**src/comm_link_pkg.sv**
```systemverilog
/*
  shared constants and types for the single-channel credit link kernel
  (sizes, calibration timing and the calibration state encoding)
*/
`default_nettype none

package comm_link_pkg;

  // ------------------------------------------------------------
  // channel and buffer sizing
  // ------------------------------------------------------------
  localparam int CHANNEL_WIDTH = 16;

  // remote input fifo depth, also the starting credit count
  localparam int LG_FIFO_DEPTH = 5;
  localparam int FIFO_DEPTH    = 1 << LG_FIFO_DEPTH;

  // dequeues per token, and credits restored per token
  localparam int LG_TOKEN_DECIMATION = 3;
  localparam int TOKEN_DECIMATION    = 1 << LG_TOKEN_DECIMATION;

  // one extra bit so a full credit count fits
  localparam int CREDIT_WIDTH = LG_FIFO_DEPTH + 1;

  localparam logic [CREDIT_WIDTH-1:0] DEPTH_COUNT   = CREDIT_WIDTH'(FIFO_DEPTH);
  localparam logic [CREDIT_WIDTH-1:0] TOKEN_CREDITS = CREDIT_WIDTH'(TOKEN_DECIMATION);

  // ------------------------------------------------------------
  // calibration timing
  // ------------------------------------------------------------
  localparam int WAIT_CYCLES    = 64;
  localparam int PREPARE_CYCLES = 128;

  // one counter serves both phases, sized for the longer one
  localparam int CALIB_CNT_WIDTH =
    $clog2((WAIT_CYCLES > PREPARE_CYCLES) ? WAIT_CYCLES : PREPARE_CYCLES);

  // terminal counts, the phase ends on the edge that sees these
  localparam logic [CALIB_CNT_WIDTH-1:0] WAIT_LAST    = CALIB_CNT_WIDTH'(WAIT_CYCLES - 1);
  localparam logic [CALIB_CNT_WIDTH-1:0] PREPARE_LAST = CALIB_CNT_WIDTH'(PREPARE_CYCLES - 1);

  typedef enum logic [1:0] {
    CAL_WAIT,
    CAL_PREPARE,
    CAL_DONE
  } calib_state_t;

endpackage

`default_nettype wire

```
**src/comm_link_calib.sv**
```systemverilog
/*
  calibration sequencer, waits after reset, holds the slave and channel
  in reset for the prepare phase, then raises calibration done
*/
`default_nettype none

module comm_link_calib
  import comm_link_pkg::*;
(
  input  logic io_master_clk_i,
  input  logic arst_n_i,
  output logic im_slave_reset_o,
  output logic link_reset_o,
  output logic core_calib_done_o
);

  calib_state_t                state_r;
  calib_state_t                state_n;
  logic [CALIB_CNT_WIDTH-1:0]  cnt_r;
  logic [CALIB_CNT_WIDTH-1:0]  cnt_n;
  logic                        slave_reset_r;
  logic                        slave_reset_n;
  logic                        done_r;
  logic                        done_n;

  // ------------------------------------------------------------
  // next state
  // ------------------------------------------------------------
  always_comb begin
    state_n       = state_r;
    cnt_n         = cnt_r + 1'b1;
    slave_reset_n = slave_reset_r;
    done_n        = done_r;
    case (state_r)
      CAL_WAIT: begin
        // slave reset goes out on edge WAIT_CYCLES after release
        if (cnt_r == WAIT_LAST) begin
          state_n       = CAL_PREPARE;
          cnt_n         = '0;
          slave_reset_n = 1'b1;
        end
      end
      CAL_PREPARE: begin
        // slave reset drops and done rises on the same edge
        if (cnt_r == PREPARE_LAST) begin
          state_n       = CAL_DONE;
          cnt_n         = '0;
          slave_reset_n = 1'b0;
          done_n        = 1'b1;
        end
      end
      CAL_DONE: begin
        // parked until the next reset
        cnt_n = cnt_r;
      end
      default: begin
        state_n       = CAL_WAIT;
        cnt_n         = '0;
        slave_reset_n = 1'b0;
        done_n        = 1'b0;
      end
    endcase
  end

  always_ff @(posedge io_master_clk_i or negedge arst_n_i) begin
    if (!arst_n_i) begin
      state_r       <= CAL_WAIT;
      cnt_r         <= '0;
      slave_reset_r <= 1'b0;
      done_r        <= 1'b0;
    end else begin
      state_r       <= state_n;
      cnt_r         <= cnt_n;
      slave_reset_r <= slave_reset_n;
      done_r        <= done_n;
    end
  end

  assign im_slave_reset_o  = slave_reset_r;
  assign core_calib_done_o = done_r;
  // channel held in reset through wait and prepare
  assign link_reset_o      = ~done_r;

  // slave reset and done are mutually exclusive over the whole sequence
  a_reset_done_excl: assert property (
    @(posedge io_master_clk_i) disable iff (!arst_n_i)
    !(im_slave_reset_o && core_calib_done_o)
  );

endmodule

`default_nettype wire

```
**src/comm_link_tx.sv**
```systemverilog
/*
  credit-counting transmitter, accepts core words while the remote fifo
  has room and registers each accepted word onto the line
*/
`default_nettype none

module comm_link_tx
  import comm_link_pkg::*;
(
  input  logic                     io_master_clk_i,
  input  logic                     arst_n_i,
  input  logic                     link_reset_i,
  input  logic                     core_valid_i,
  input  logic [CHANNEL_WIDTH-1:0] core_data_i,
  output logic                     core_ready_o,
  input  logic                     token_i,
  output logic                     im_valid_o,
  output logic [CHANNEL_WIDTH-1:0] im_data_o
);

  logic [CREDIT_WIDTH-1:0] credits_r;
  logic [CREDIT_WIDTH-1:0] credits_n;
  logic [CREDIT_WIDTH-1:0] credit_add;
  logic [CREDIT_WIDTH-1:0] credit_sub;
  logic                    accept;
  logic                    im_valid_r;
  logic [CHANNEL_WIDTH-1:0] im_data_r;

  // ------------------------------------------------------------
  // acceptance
  // ------------------------------------------------------------
  // ready only out of reset and with at least one remote slot free
  assign core_ready_o = ~link_reset_i & (credits_r != '0);
  assign accept       = core_valid_i & core_ready_o;

  // ------------------------------------------------------------
  // credit counter
  // ------------------------------------------------------------
  // a token restores a whole decimated group
  assign credit_add = token_i ? TOKEN_CREDITS : '0;
  assign credit_sub = CREDIT_WIDTH'(accept);

  always_comb begin
    if (link_reset_i) begin
      credits_n = DEPTH_COUNT;
    end else begin
      // accept and token may land on the same edge
      credits_n = credits_r + credit_add - credit_sub;
    end
  end

  always_ff @(posedge io_master_clk_i or negedge arst_n_i) begin
    if (!arst_n_i) begin
      credits_r <= DEPTH_COUNT;
    end else begin
      credits_r <= credits_n;
    end
  end

  // ------------------------------------------------------------
  // line output
  // ------------------------------------------------------------
  // valid pulses once, the cycle after acceptance
  always_ff @(posedge io_master_clk_i or negedge arst_n_i) begin
    if (!arst_n_i) begin
      im_valid_r <= 1'b0;
    end else begin
      im_valid_r <= accept;
    end
  end

  // data holds its last value between words
  always_ff @(posedge io_master_clk_i) begin
    if (accept) begin
      im_data_r <= core_data_i;
    end
  end

  assign im_valid_o = im_valid_r;
  assign im_data_o  = im_data_r;

  // tokens never return more than the remote fifo can hold
  a_credit_bound: assert property (
    @(posedge io_master_clk_i) disable iff (!arst_n_i)
    credits_r <= DEPTH_COUNT
  );

  // out of credits means nothing reaches the line next cycle
  a_no_send_at_zero: assert property (
    @(posedge io_master_clk_i) disable iff (!arst_n_i)
    (credits_r == '0) |=> !im_valid_o
  );

endmodule

`default_nettype wire

```
**src/comm_link_rx_fifo.sv**
```systemverilog
/*
  receive fifo for the line input, with one token pulse returned
  to the far transmitter for every group of dequeued words
*/
`default_nettype none

module comm_link_rx_fifo
  import comm_link_pkg::*;
(
  input  logic                     io_master_clk_i,
  input  logic                     arst_n_i,
  input  logic                     link_reset_i,
  input  logic                     io_valid_i,
  input  logic [CHANNEL_WIDTH-1:0] io_data_i,
  output logic                     core_valid_o,
  output logic [CHANNEL_WIDTH-1:0] core_data_o,
  input  logic                     core_yumi_i,
  output logic                     io_token_o
);

  logic [CHANNEL_WIDTH-1:0]       mem [FIFO_DEPTH];
  logic [LG_FIFO_DEPTH-1:0]       wr_ptr_r;
  logic [LG_FIFO_DEPTH-1:0]       rd_ptr_r;
  logic [CREDIT_WIDTH-1:0]        count_r;
  logic [LG_TOKEN_DECIMATION-1:0] deq_cnt_r;
  logic                           token_r;
  logic                           enq;
  logic                           deq;
  logic                           full;

  // ------------------------------------------------------------
  // storage
  // ------------------------------------------------------------
  // line writes are dropped while the channel is in reset
  assign enq  = io_valid_i & ~link_reset_i;
  assign deq  = core_valid_o & core_yumi_i;
  assign full = (count_r == DEPTH_COUNT);

  always_ff @(posedge io_master_clk_i) begin
    if (enq) begin
      mem[wr_ptr_r] <= io_data_i;
    end
  end

  // head of queue straight from the array
  assign core_data_o  = mem[rd_ptr_r];
  assign core_valid_o = (count_r != '0);

  // pointers wrap on their own since the depth is a power of two
  always_ff @(posedge io_master_clk_i or negedge arst_n_i) begin
    if (!arst_n_i) begin
      wr_ptr_r <= '0;
      rd_ptr_r <= '0;
      count_r  <= '0;
    end else if (link_reset_i) begin
      wr_ptr_r <= '0;
      rd_ptr_r <= '0;
      count_r  <= '0;
    end else begin
      if (enq) begin
        wr_ptr_r <= wr_ptr_r + 1'b1;
      end
      if (deq) begin
        rd_ptr_r <= rd_ptr_r + 1'b1;
      end
      count_r <= count_r + CREDIT_WIDTH'(enq) - CREDIT_WIDTH'(deq);
    end
  end

  // ------------------------------------------------------------
  // token return
  // ------------------------------------------------------------
  // the counter wraps on every TOKEN_DECIMATION-th dequeue
  always_ff @(posedge io_master_clk_i or negedge arst_n_i) begin
    if (!arst_n_i) begin
      deq_cnt_r <= '0;
      token_r   <= 1'b0;
    end else if (link_reset_i) begin
      deq_cnt_r <= '0;
      token_r   <= 1'b0;
    end else begin
      if (deq) begin
        deq_cnt_r <= deq_cnt_r + 1'b1;
      end
      // single-cycle pulse one cycle after the wrapping dequeue
      token_r <= deq & (&deq_cnt_r);
    end
  end

  assign io_token_o = token_r;

  // credit flow at the far end must keep the buffer from overflowing
  a_no_overflow: assert property (
    @(posedge io_master_clk_i) disable iff (!arst_n_i)
    enq |-> !full
  );

  // the core only takes words that are present
  a_no_yumi_empty: assert property (
    @(posedge io_master_clk_i) disable iff (!arst_n_i)
    core_yumi_i |-> core_valid_o
  );

endmodule

`default_nettype wire

```
**src/comm_link_kernel.sv**
```systemverilog
/*
  link kernel top, joins the calibration sequencer, the credit
  transmitter and the receive fifo for one channel
*/
`default_nettype none

module comm_link_kernel
  import comm_link_pkg::*;
(
  input  logic                     io_master_clk_i,
  input  logic                     arst_n_i,

  // core transmit side
  input  logic                     core_valid_i,
  input  logic [CHANNEL_WIDTH-1:0] core_data_i,
  output logic                     core_ready_o,

  // core receive side
  output logic                     core_valid_o,
  output logic [CHANNEL_WIDTH-1:0] core_data_o,
  input  logic                     core_yumi_i,

  // line input and its token return
  input  logic                     io_valid_i,
  input  logic [CHANNEL_WIDTH-1:0] io_data_i,
  output logic                     io_token_o,

  // token from the far receiver
  input  logic                     token_i,

  // line output
  output logic                     im_valid_o,
  output logic [CHANNEL_WIDTH-1:0] im_data_o,

  // calibration
  output logic                     im_slave_reset_o,
  output logic                     core_calib_done_o
);

  // channel reset, shared by both directions
  logic link_reset;

  // ------------------------------------------------------------
  // calibration
  // ------------------------------------------------------------
  comm_link_calib u_calib (
    .io_master_clk_i   (io_master_clk_i),
    .arst_n_i          (arst_n_i),
    .im_slave_reset_o  (im_slave_reset_o),
    .link_reset_o      (link_reset),
    .core_calib_done_o (core_calib_done_o)
  );

  // ------------------------------------------------------------
  // transmit, core to line
  // ------------------------------------------------------------
  comm_link_tx u_tx (
    .io_master_clk_i (io_master_clk_i),
    .arst_n_i        (arst_n_i),
    .link_reset_i    (link_reset),
    .core_valid_i    (core_valid_i),
    .core_data_i     (core_data_i),
    .core_ready_o    (core_ready_o),
    .token_i         (token_i),
    .im_valid_o      (im_valid_o),
    .im_data_o       (im_data_o)
  );

  // ------------------------------------------------------------
  // receive, line to core
  // ------------------------------------------------------------
  comm_link_rx_fifo u_rx_fifo (
    .io_master_clk_i (io_master_clk_i),
    .arst_n_i        (arst_n_i),
    .link_reset_i    (link_reset),
    .io_valid_i      (io_valid_i),
    .io_data_i       (io_data_i),
    .core_valid_o    (core_valid_o),
    .core_data_o     (core_data_o),
    .core_yumi_i     (core_yumi_i),
    .io_token_o      (io_token_o)
  );

endmodule

`default_nettype wire

```
**config.mk**
```make
export PLATFORM = sky130hd
export DESIGN_NAME = comm_link_kernel
export DESIGN_NICKNAME = d
export VERILOG_FILES = /design/src/comm_link_pkg.sv /design/src/comm_link_calib.sv /design/src/comm_link_tx.sv /design/src/comm_link_rx_fifo.sv /design/src/comm_link_kernel.sv
export SDC_FILE = /design/constraint.sdc
export NUM_CORES = 1
export LEC_CHECK = 0
export BUFFER_PORTS_ARGS = -buffer_cell sky130_fd_sc_hd__buf_2
export CAP_MARGIN = 15
export CORE_MARGIN = 2
export CORE_UTILIZATION = 50
export CTS_CLUSTER_DIAMETER = 30
export DETAILED_ROUTE_END_ITERATION = 10
export MAX_ROUTING_LAYER = met4
export PLACE_DENSITY = 0.65
export SYNTH_ARGS = -nofsm -noshare
export SYNTH_HDL_FRONTEND = slang
export SYNTH_SLANG_ARGS = --single-unit
```
**constraint.sdc**
```tcl
create_clock -name io_master_clk_i -period 6.37 [get_ports io_master_clk_i]
set_input_delay 1.274 -clock io_master_clk_i [delete_from_list [all_inputs] [get_ports io_master_clk_i]]
set_output_delay 1.274 -clock io_master_clk_i [all_outputs]
set_load 0.01 [all_outputs]
```
==> metrics.txt <==
# TYPE chip_impl_metric gauge
chip_impl_info{name="status",value="completed"} 1
chip_impl_metric{name="cp_data_arrival_time",unit="ns"} 3.82
chip_impl_metric{name="p_leak",unit="nW"} 8.98
chip_impl_info{name="rsz0062_at_grt",value="no"} 1
chip_impl_metric{name="p_per_area",unit="nW/um^2"} 355
chip_impl_metric{name="cts_hold_buf",unit=""} 0
chip_impl_metric{name="compound_gate_portion_of_the_synthesized_area",unit="%"} 4.53
chip_impl_info{name="class_of_the_tightest_hold_or_removal_check",value="flop to flop"} 1
chip_impl_info{name="path_class",value="flop to output pin"} 1
chip_impl_metric{name="grt_pass1_vias",unit=""} 11800
chip_impl_metric{name="area_growth_syn_to_layout",unit="%"} 21.1
chip_impl_metric{name="number_of_buffers_created_by_cts",unit=""} 105
chip_impl_info{name="ctsRootBufferMaster",value="clkbuf_16"} 1
chip_impl_metric{name="vias_per_cell",unit=""} 5.87
chip_impl_info{name="synth_top_cells_by_area",value="edfxtp_1 (71%), mux4_2 (6.4%), mux4_1 (4.1%)"} 1
chip_impl_metric{name="grt_overflow",unit=""} 0
chip_impl_metric{name="synth_fa_ha_area_share",unit="%"} 1.47
chip_impl_metric{name="dr.first_iter.drc_count",unit=""} 1092
chip_impl_metric{name="synth.cell_area",unit="um^2"} 22300
chip_impl_metric{name="port_buffers",unit=""} 75
chip_impl_metric{name="cts.htree.levels",unit=""} 3
chip_impl_info{name="hold_start",value="u_rx_fifo.deq_cnt_r[1]$_DFFE_PN0P_"} 1
chip_impl_info{name="combinational_family_with_the_most_area_after_synthesis",value="multiplexers"} 1
chip_impl_metric{name="clkTransAtPathRegs",unit="ns"} 0.05
chip_impl_metric{name="synthXorXnorAreaFrac",unit="%"} 0.590
chip_impl_metric{name="relSlewSlack",unit="%"} 39.3
chip_impl_metric{name="placeableCoreArea",unit="um^2"} 44100
chip_impl_metric{name="syn-num-nets",unit=""} 1172
chip_impl_metric{name="detail-route-antenna-nets",unit=""} 0
chip_impl_metric{name="max-clock-path-buffers",unit=""} 3
chip_impl_info{name="most-common-layout-cells",value="edfxtp_1 (528), clkbuf_16 (106), buf_2 (75)"} 1
chip_impl_metric{name="timing_worst_slew_pin_value",unit="ns"} 0.910
chip_impl_metric{name="synth.mux.area_fraction",unit="%"} 13.3
chip_impl_metric{name="synth-warning-count",unit=""} 0
chip_impl_metric{name="route.detailed.wl_per_inst",unit="um"} 25.6
chip_impl_metric{name="setup_tns",unit="ns"} 0
chip_impl_metric{name="syn_avg_cell_area",unit="um^2"} 20.1
chip_impl_metric{name="fin_crit_sh",unit="%"} 80.0
chip_impl_metric{name="num-fill-cells",unit=""} 3131
chip_impl_metric{name="synth_seq_area_share",unit="%"} 75.3
chip_impl_metric{name="max_freq",unit="MHz"} 196
chip_impl_metric{name="dpl_cell_area",unit="um^2"} 23400
chip_impl_metric{name="dp_hpwl",unit="um"} 28600
chip_impl_metric{name="post-route-cell-area",unit="um^2"} 27000
chip_impl_metric{name="seq_area",unit="um^2"} 16800
chip_impl_info{name="post-synth-top-area-cell",value="edfxtp_1"} 1
chip_impl_metric{name="nets",unit=""} 1341
chip_impl_metric{name="grt_first_pass_wirelength",unit="um"} 75300
chip_impl_metric{name="die_footprint",unit="um^2"} 46200
chip_impl_metric{name="grt_max_degree",unit=""} 65
chip_impl_metric{name="gr-usage-all-layers",unit="%"} 22.7
chip_impl_metric{name="number_of_flops_mapped_to_enable_cells_by_yosys",unit=""} 528
chip_impl_info{name="timing.critical_path.to_type",value="output pin"} 1
chip_impl_metric{name="final_setup_violation_count",unit=""} 0
chip_impl_metric{name="clock_latency",unit="ns"} 0.62
chip_impl_metric{name="fp.dieH",unit="um"} 215
chip_impl_metric{name="grt_antenna_before_repair",unit=""} 1
chip_impl_metric{name="yosys.cell_types.count",unit=""} 54
chip_impl_metric{name="vdd_drop_max",unit="V"} 0.000204
chip_impl_metric{name="core.rowCount",unit=""} 77
chip_impl_metric{name="gp_congestion",unit=""} 0.770
chip_impl_metric{name="post_synth_and_or_nand_nor_area_fraction",unit="%"} 2.70
chip_impl_metric{name="floorplan.io_pins",unit=""} 76
chip_impl_metric{name="dr.pass1.iters",unit=""} 7
chip_impl_metric{name="die_w",unit="um"} 215
chip_impl_metric{name="synth_top_area_share",unit="%"} 71.2
chip_impl_metric{name="timing.final.hold_violations",unit=""} 0
chip_impl_metric{name="drv.max_cap_violation_count",unit=""} 0
chip_impl_metric{name="antenna-diode-count",unit=""} 0
chip_impl_info{name="layout.cells.most_common",value="edfxtp_1"} 1
chip_impl_info{name="startpoint_type",value="flop"} 1
chip_impl_metric{name="required_worst_endpoint",unit="ns"} 5.10
chip_impl_metric{name="wirelength",unit="um"} 50000
chip_impl_metric{name="fin_crit",unit="ns"} 5.09
chip_impl_metric{name="timing.hold.ws",unit="ns"} 0.552
chip_impl_metric{name="cts_num_sinks",unit=""} 565
chip_impl_metric{name="drive_gt1_share",unit="%"} 26.9
chip_impl_metric{name="yosys_register_bits",unit=""} 565
chip_impl_metric{name="crit_path_max_fanout",unit=""} 54
chip_impl_metric{name="detail_route.drc_violations",unit=""} 0
chip_impl_info{name="yosys_most_used_dff",value="edfxtp_1"} 1
chip_impl_metric{name="syn-instance-count",unit=""} 1109
chip_impl_metric{name="cts_repair_resize_count",unit=""} 0
chip_impl_metric{name="clock-skew-final",unit="ns"} 0.0275
chip_impl_metric{name="route.vias.total",unit=""} 11500
chip_impl_metric{name="post_cts.repair.setup_buffers",unit=""} 0
chip_impl_metric{name="multi_input_area",unit="um^2"} 5050
chip_impl_metric{name="floorplan.initialDensity",unit="%"} 50.5
chip_impl_info{name="critical_path.startpoint",value="u_rx_fifo.rd_ptr_r[1]$_DFFE_PN0P_"} 1
chip_impl_info{name="crit-reg2reg-launch",value="u_rx_fifo.count_r[4]$_DFF_PN0_"} 1
chip_impl_info{name="tritoncts",value="yes"} 1
chip_impl_metric{name="final_max_slew_viol_count",unit=""} 0
chip_impl_metric{name="synthArstFlopShare",unit="%"} 6.55
[routing by layer]
| layer | global-route usage, % | share of wire [%] | vias up |
|---|---|---|---|
| met5 | - | 0 | - |
| met1 | 30.8 | 42 | 6040 |
| met4 | 7.06 | 1.9 | 0 |
| met2 | 35.5 | 49 | 429 |
| met3 | 4.10 | 7.2 | 72 |
| li1 | - | - | 4944 |
[sequential cells by signal, summed over array words and instances (netlist names)]
signal	cells
u_rx_fifo.mem	512
u_tx.im_valid_o	1
u_rx_fifo.count_r	6
u_calib.state_r	2
u_tx.im_data_o	16
u_rx_fifo.deq_cnt_r	3
u_calib.cnt_r	7
u_rx_fifo.io_token_o	1
u_tx.credits_r	6
u_rx_fifo.wr_ptr_r	5
u_rx_fifo.rd_ptr_r	5
u_calib.core_calib_done_o	1
[cell type report]
cell class | count | area share [%]
multi-input combinational | 460 | 18.7
clock buffer | 114 | 9.94
clock inverter | 80 | 3.23
tap | 592 | 2.75
inverter | 24 | 0.334
timing repair buffer | 122 | 2.79
sequential | 565 | 62.2
[report_power, final]
group          internal (mW)  total [mW]  switching [mW]
Clock                   3.56        5.45            1.89
Sequential              4.07        4.07               0
Combinational        0.00994      0.0717          0.0618
[cell usage after synthesis (2+ instances only)]
| master | count |
|---|---|
| a22oi_1 | 16 |
| mux2i_1 | 63 |
| nand2_1 | 16 |
| nor2_1 | 38 |
| o21ai_0 | 6 |
| xor2_1 | 5 |
| dfrtp_1 | 36 |
| inv_1 | 23 |
| fa_1 | 2 |
| a22o_1 | 16 |
| edfxtp_1 | 528 |
| buf_6 | 7 |
| o22ai_1 | 15 |
| xnor2_1 | 10 |
| nand2b_1 | 2 |
| nand3b_1 | 5 |
| and2_1 | 18 |
| a21boi_0 | 4 |
| mux4_1 | 35 |
| a211oi_1 | 30 |
| a21o_1 | 3 |
| a21oi_1 | 26 |
| buf_4 | 8 |
| nand3_1 | 10 |
| o221ai_1 | 16 |
| buf_12 | 2 |
| and3_1 | 4 |
| clkbuf_1 | 35 |
| nor4_1 | 2 |
| nor3_1 | 5 |
| nand4_1 | 4 |
| ha_1 | 23 |
| buf_2 | 7 |
| nor2b_1 | 7 |
| mux4_2 | 63 |
[worst paths after layout]
kind                                                      endpoint  slack (ns)  depth (start not counted)
worst max-delay path                               core_data_o[14]        1.28                          6
worst min-delay path            u_rx_fifo.deq_cnt_r[1]$_DFFE_PN0P_        0.55                          2
worst max register to register      u_rx_fifo.count_r[4]$_DFF_PN0_        3.17                         13
worst min register to register  u_rx_fifo.deq_cnt_r[1]$_DFFE_PN0P_        0.55                          2
max in group asynchronous        u_rx_fifo.rd_ptr_r[0]$_DFFE_PN0P_        4.92                          1
min in group asynchronous              u_tx.credits_r[0]$_DFF_PN0_        0.79                          1
[critical path: stages (launching register included)]
cell and delay, ns:
dfrtp_4 0.98, buf_4 0.70, mux4_2 0.40, mux4_2 0.47, nor2_1 0.30, a21oi_1 0.13, buf_2 0.17
[per-stage QoR]
stage / instances / setup slack (ns) / total power [mW] / util [%]
after floorplan: 1109 / 3.37 / 4.14 / -
after global placement: 1763 / 1.90 / 4.20 / 53.1
after detailed placement: 1763 / 1.87 / 4.21 / 53.1
after CTS: 1957 / 1.20 / 9.66 / 61.1
after global routing: 1957 / 1.10 / 9.86 / 61.1
final: 1957 / 1.28 / 9.59 / 61.1
[cells by family after synthesis]
| group | Yosys count |
|---|---|
| compound gates | 141 |
| xor+xnor | 15 |
| fa+ha+maj | 25 |
| buf+inv | 84 |
| flops | 565 |
| mux | 161 |
| simple gates | 118 |
(Power assumes the default switching activity.)
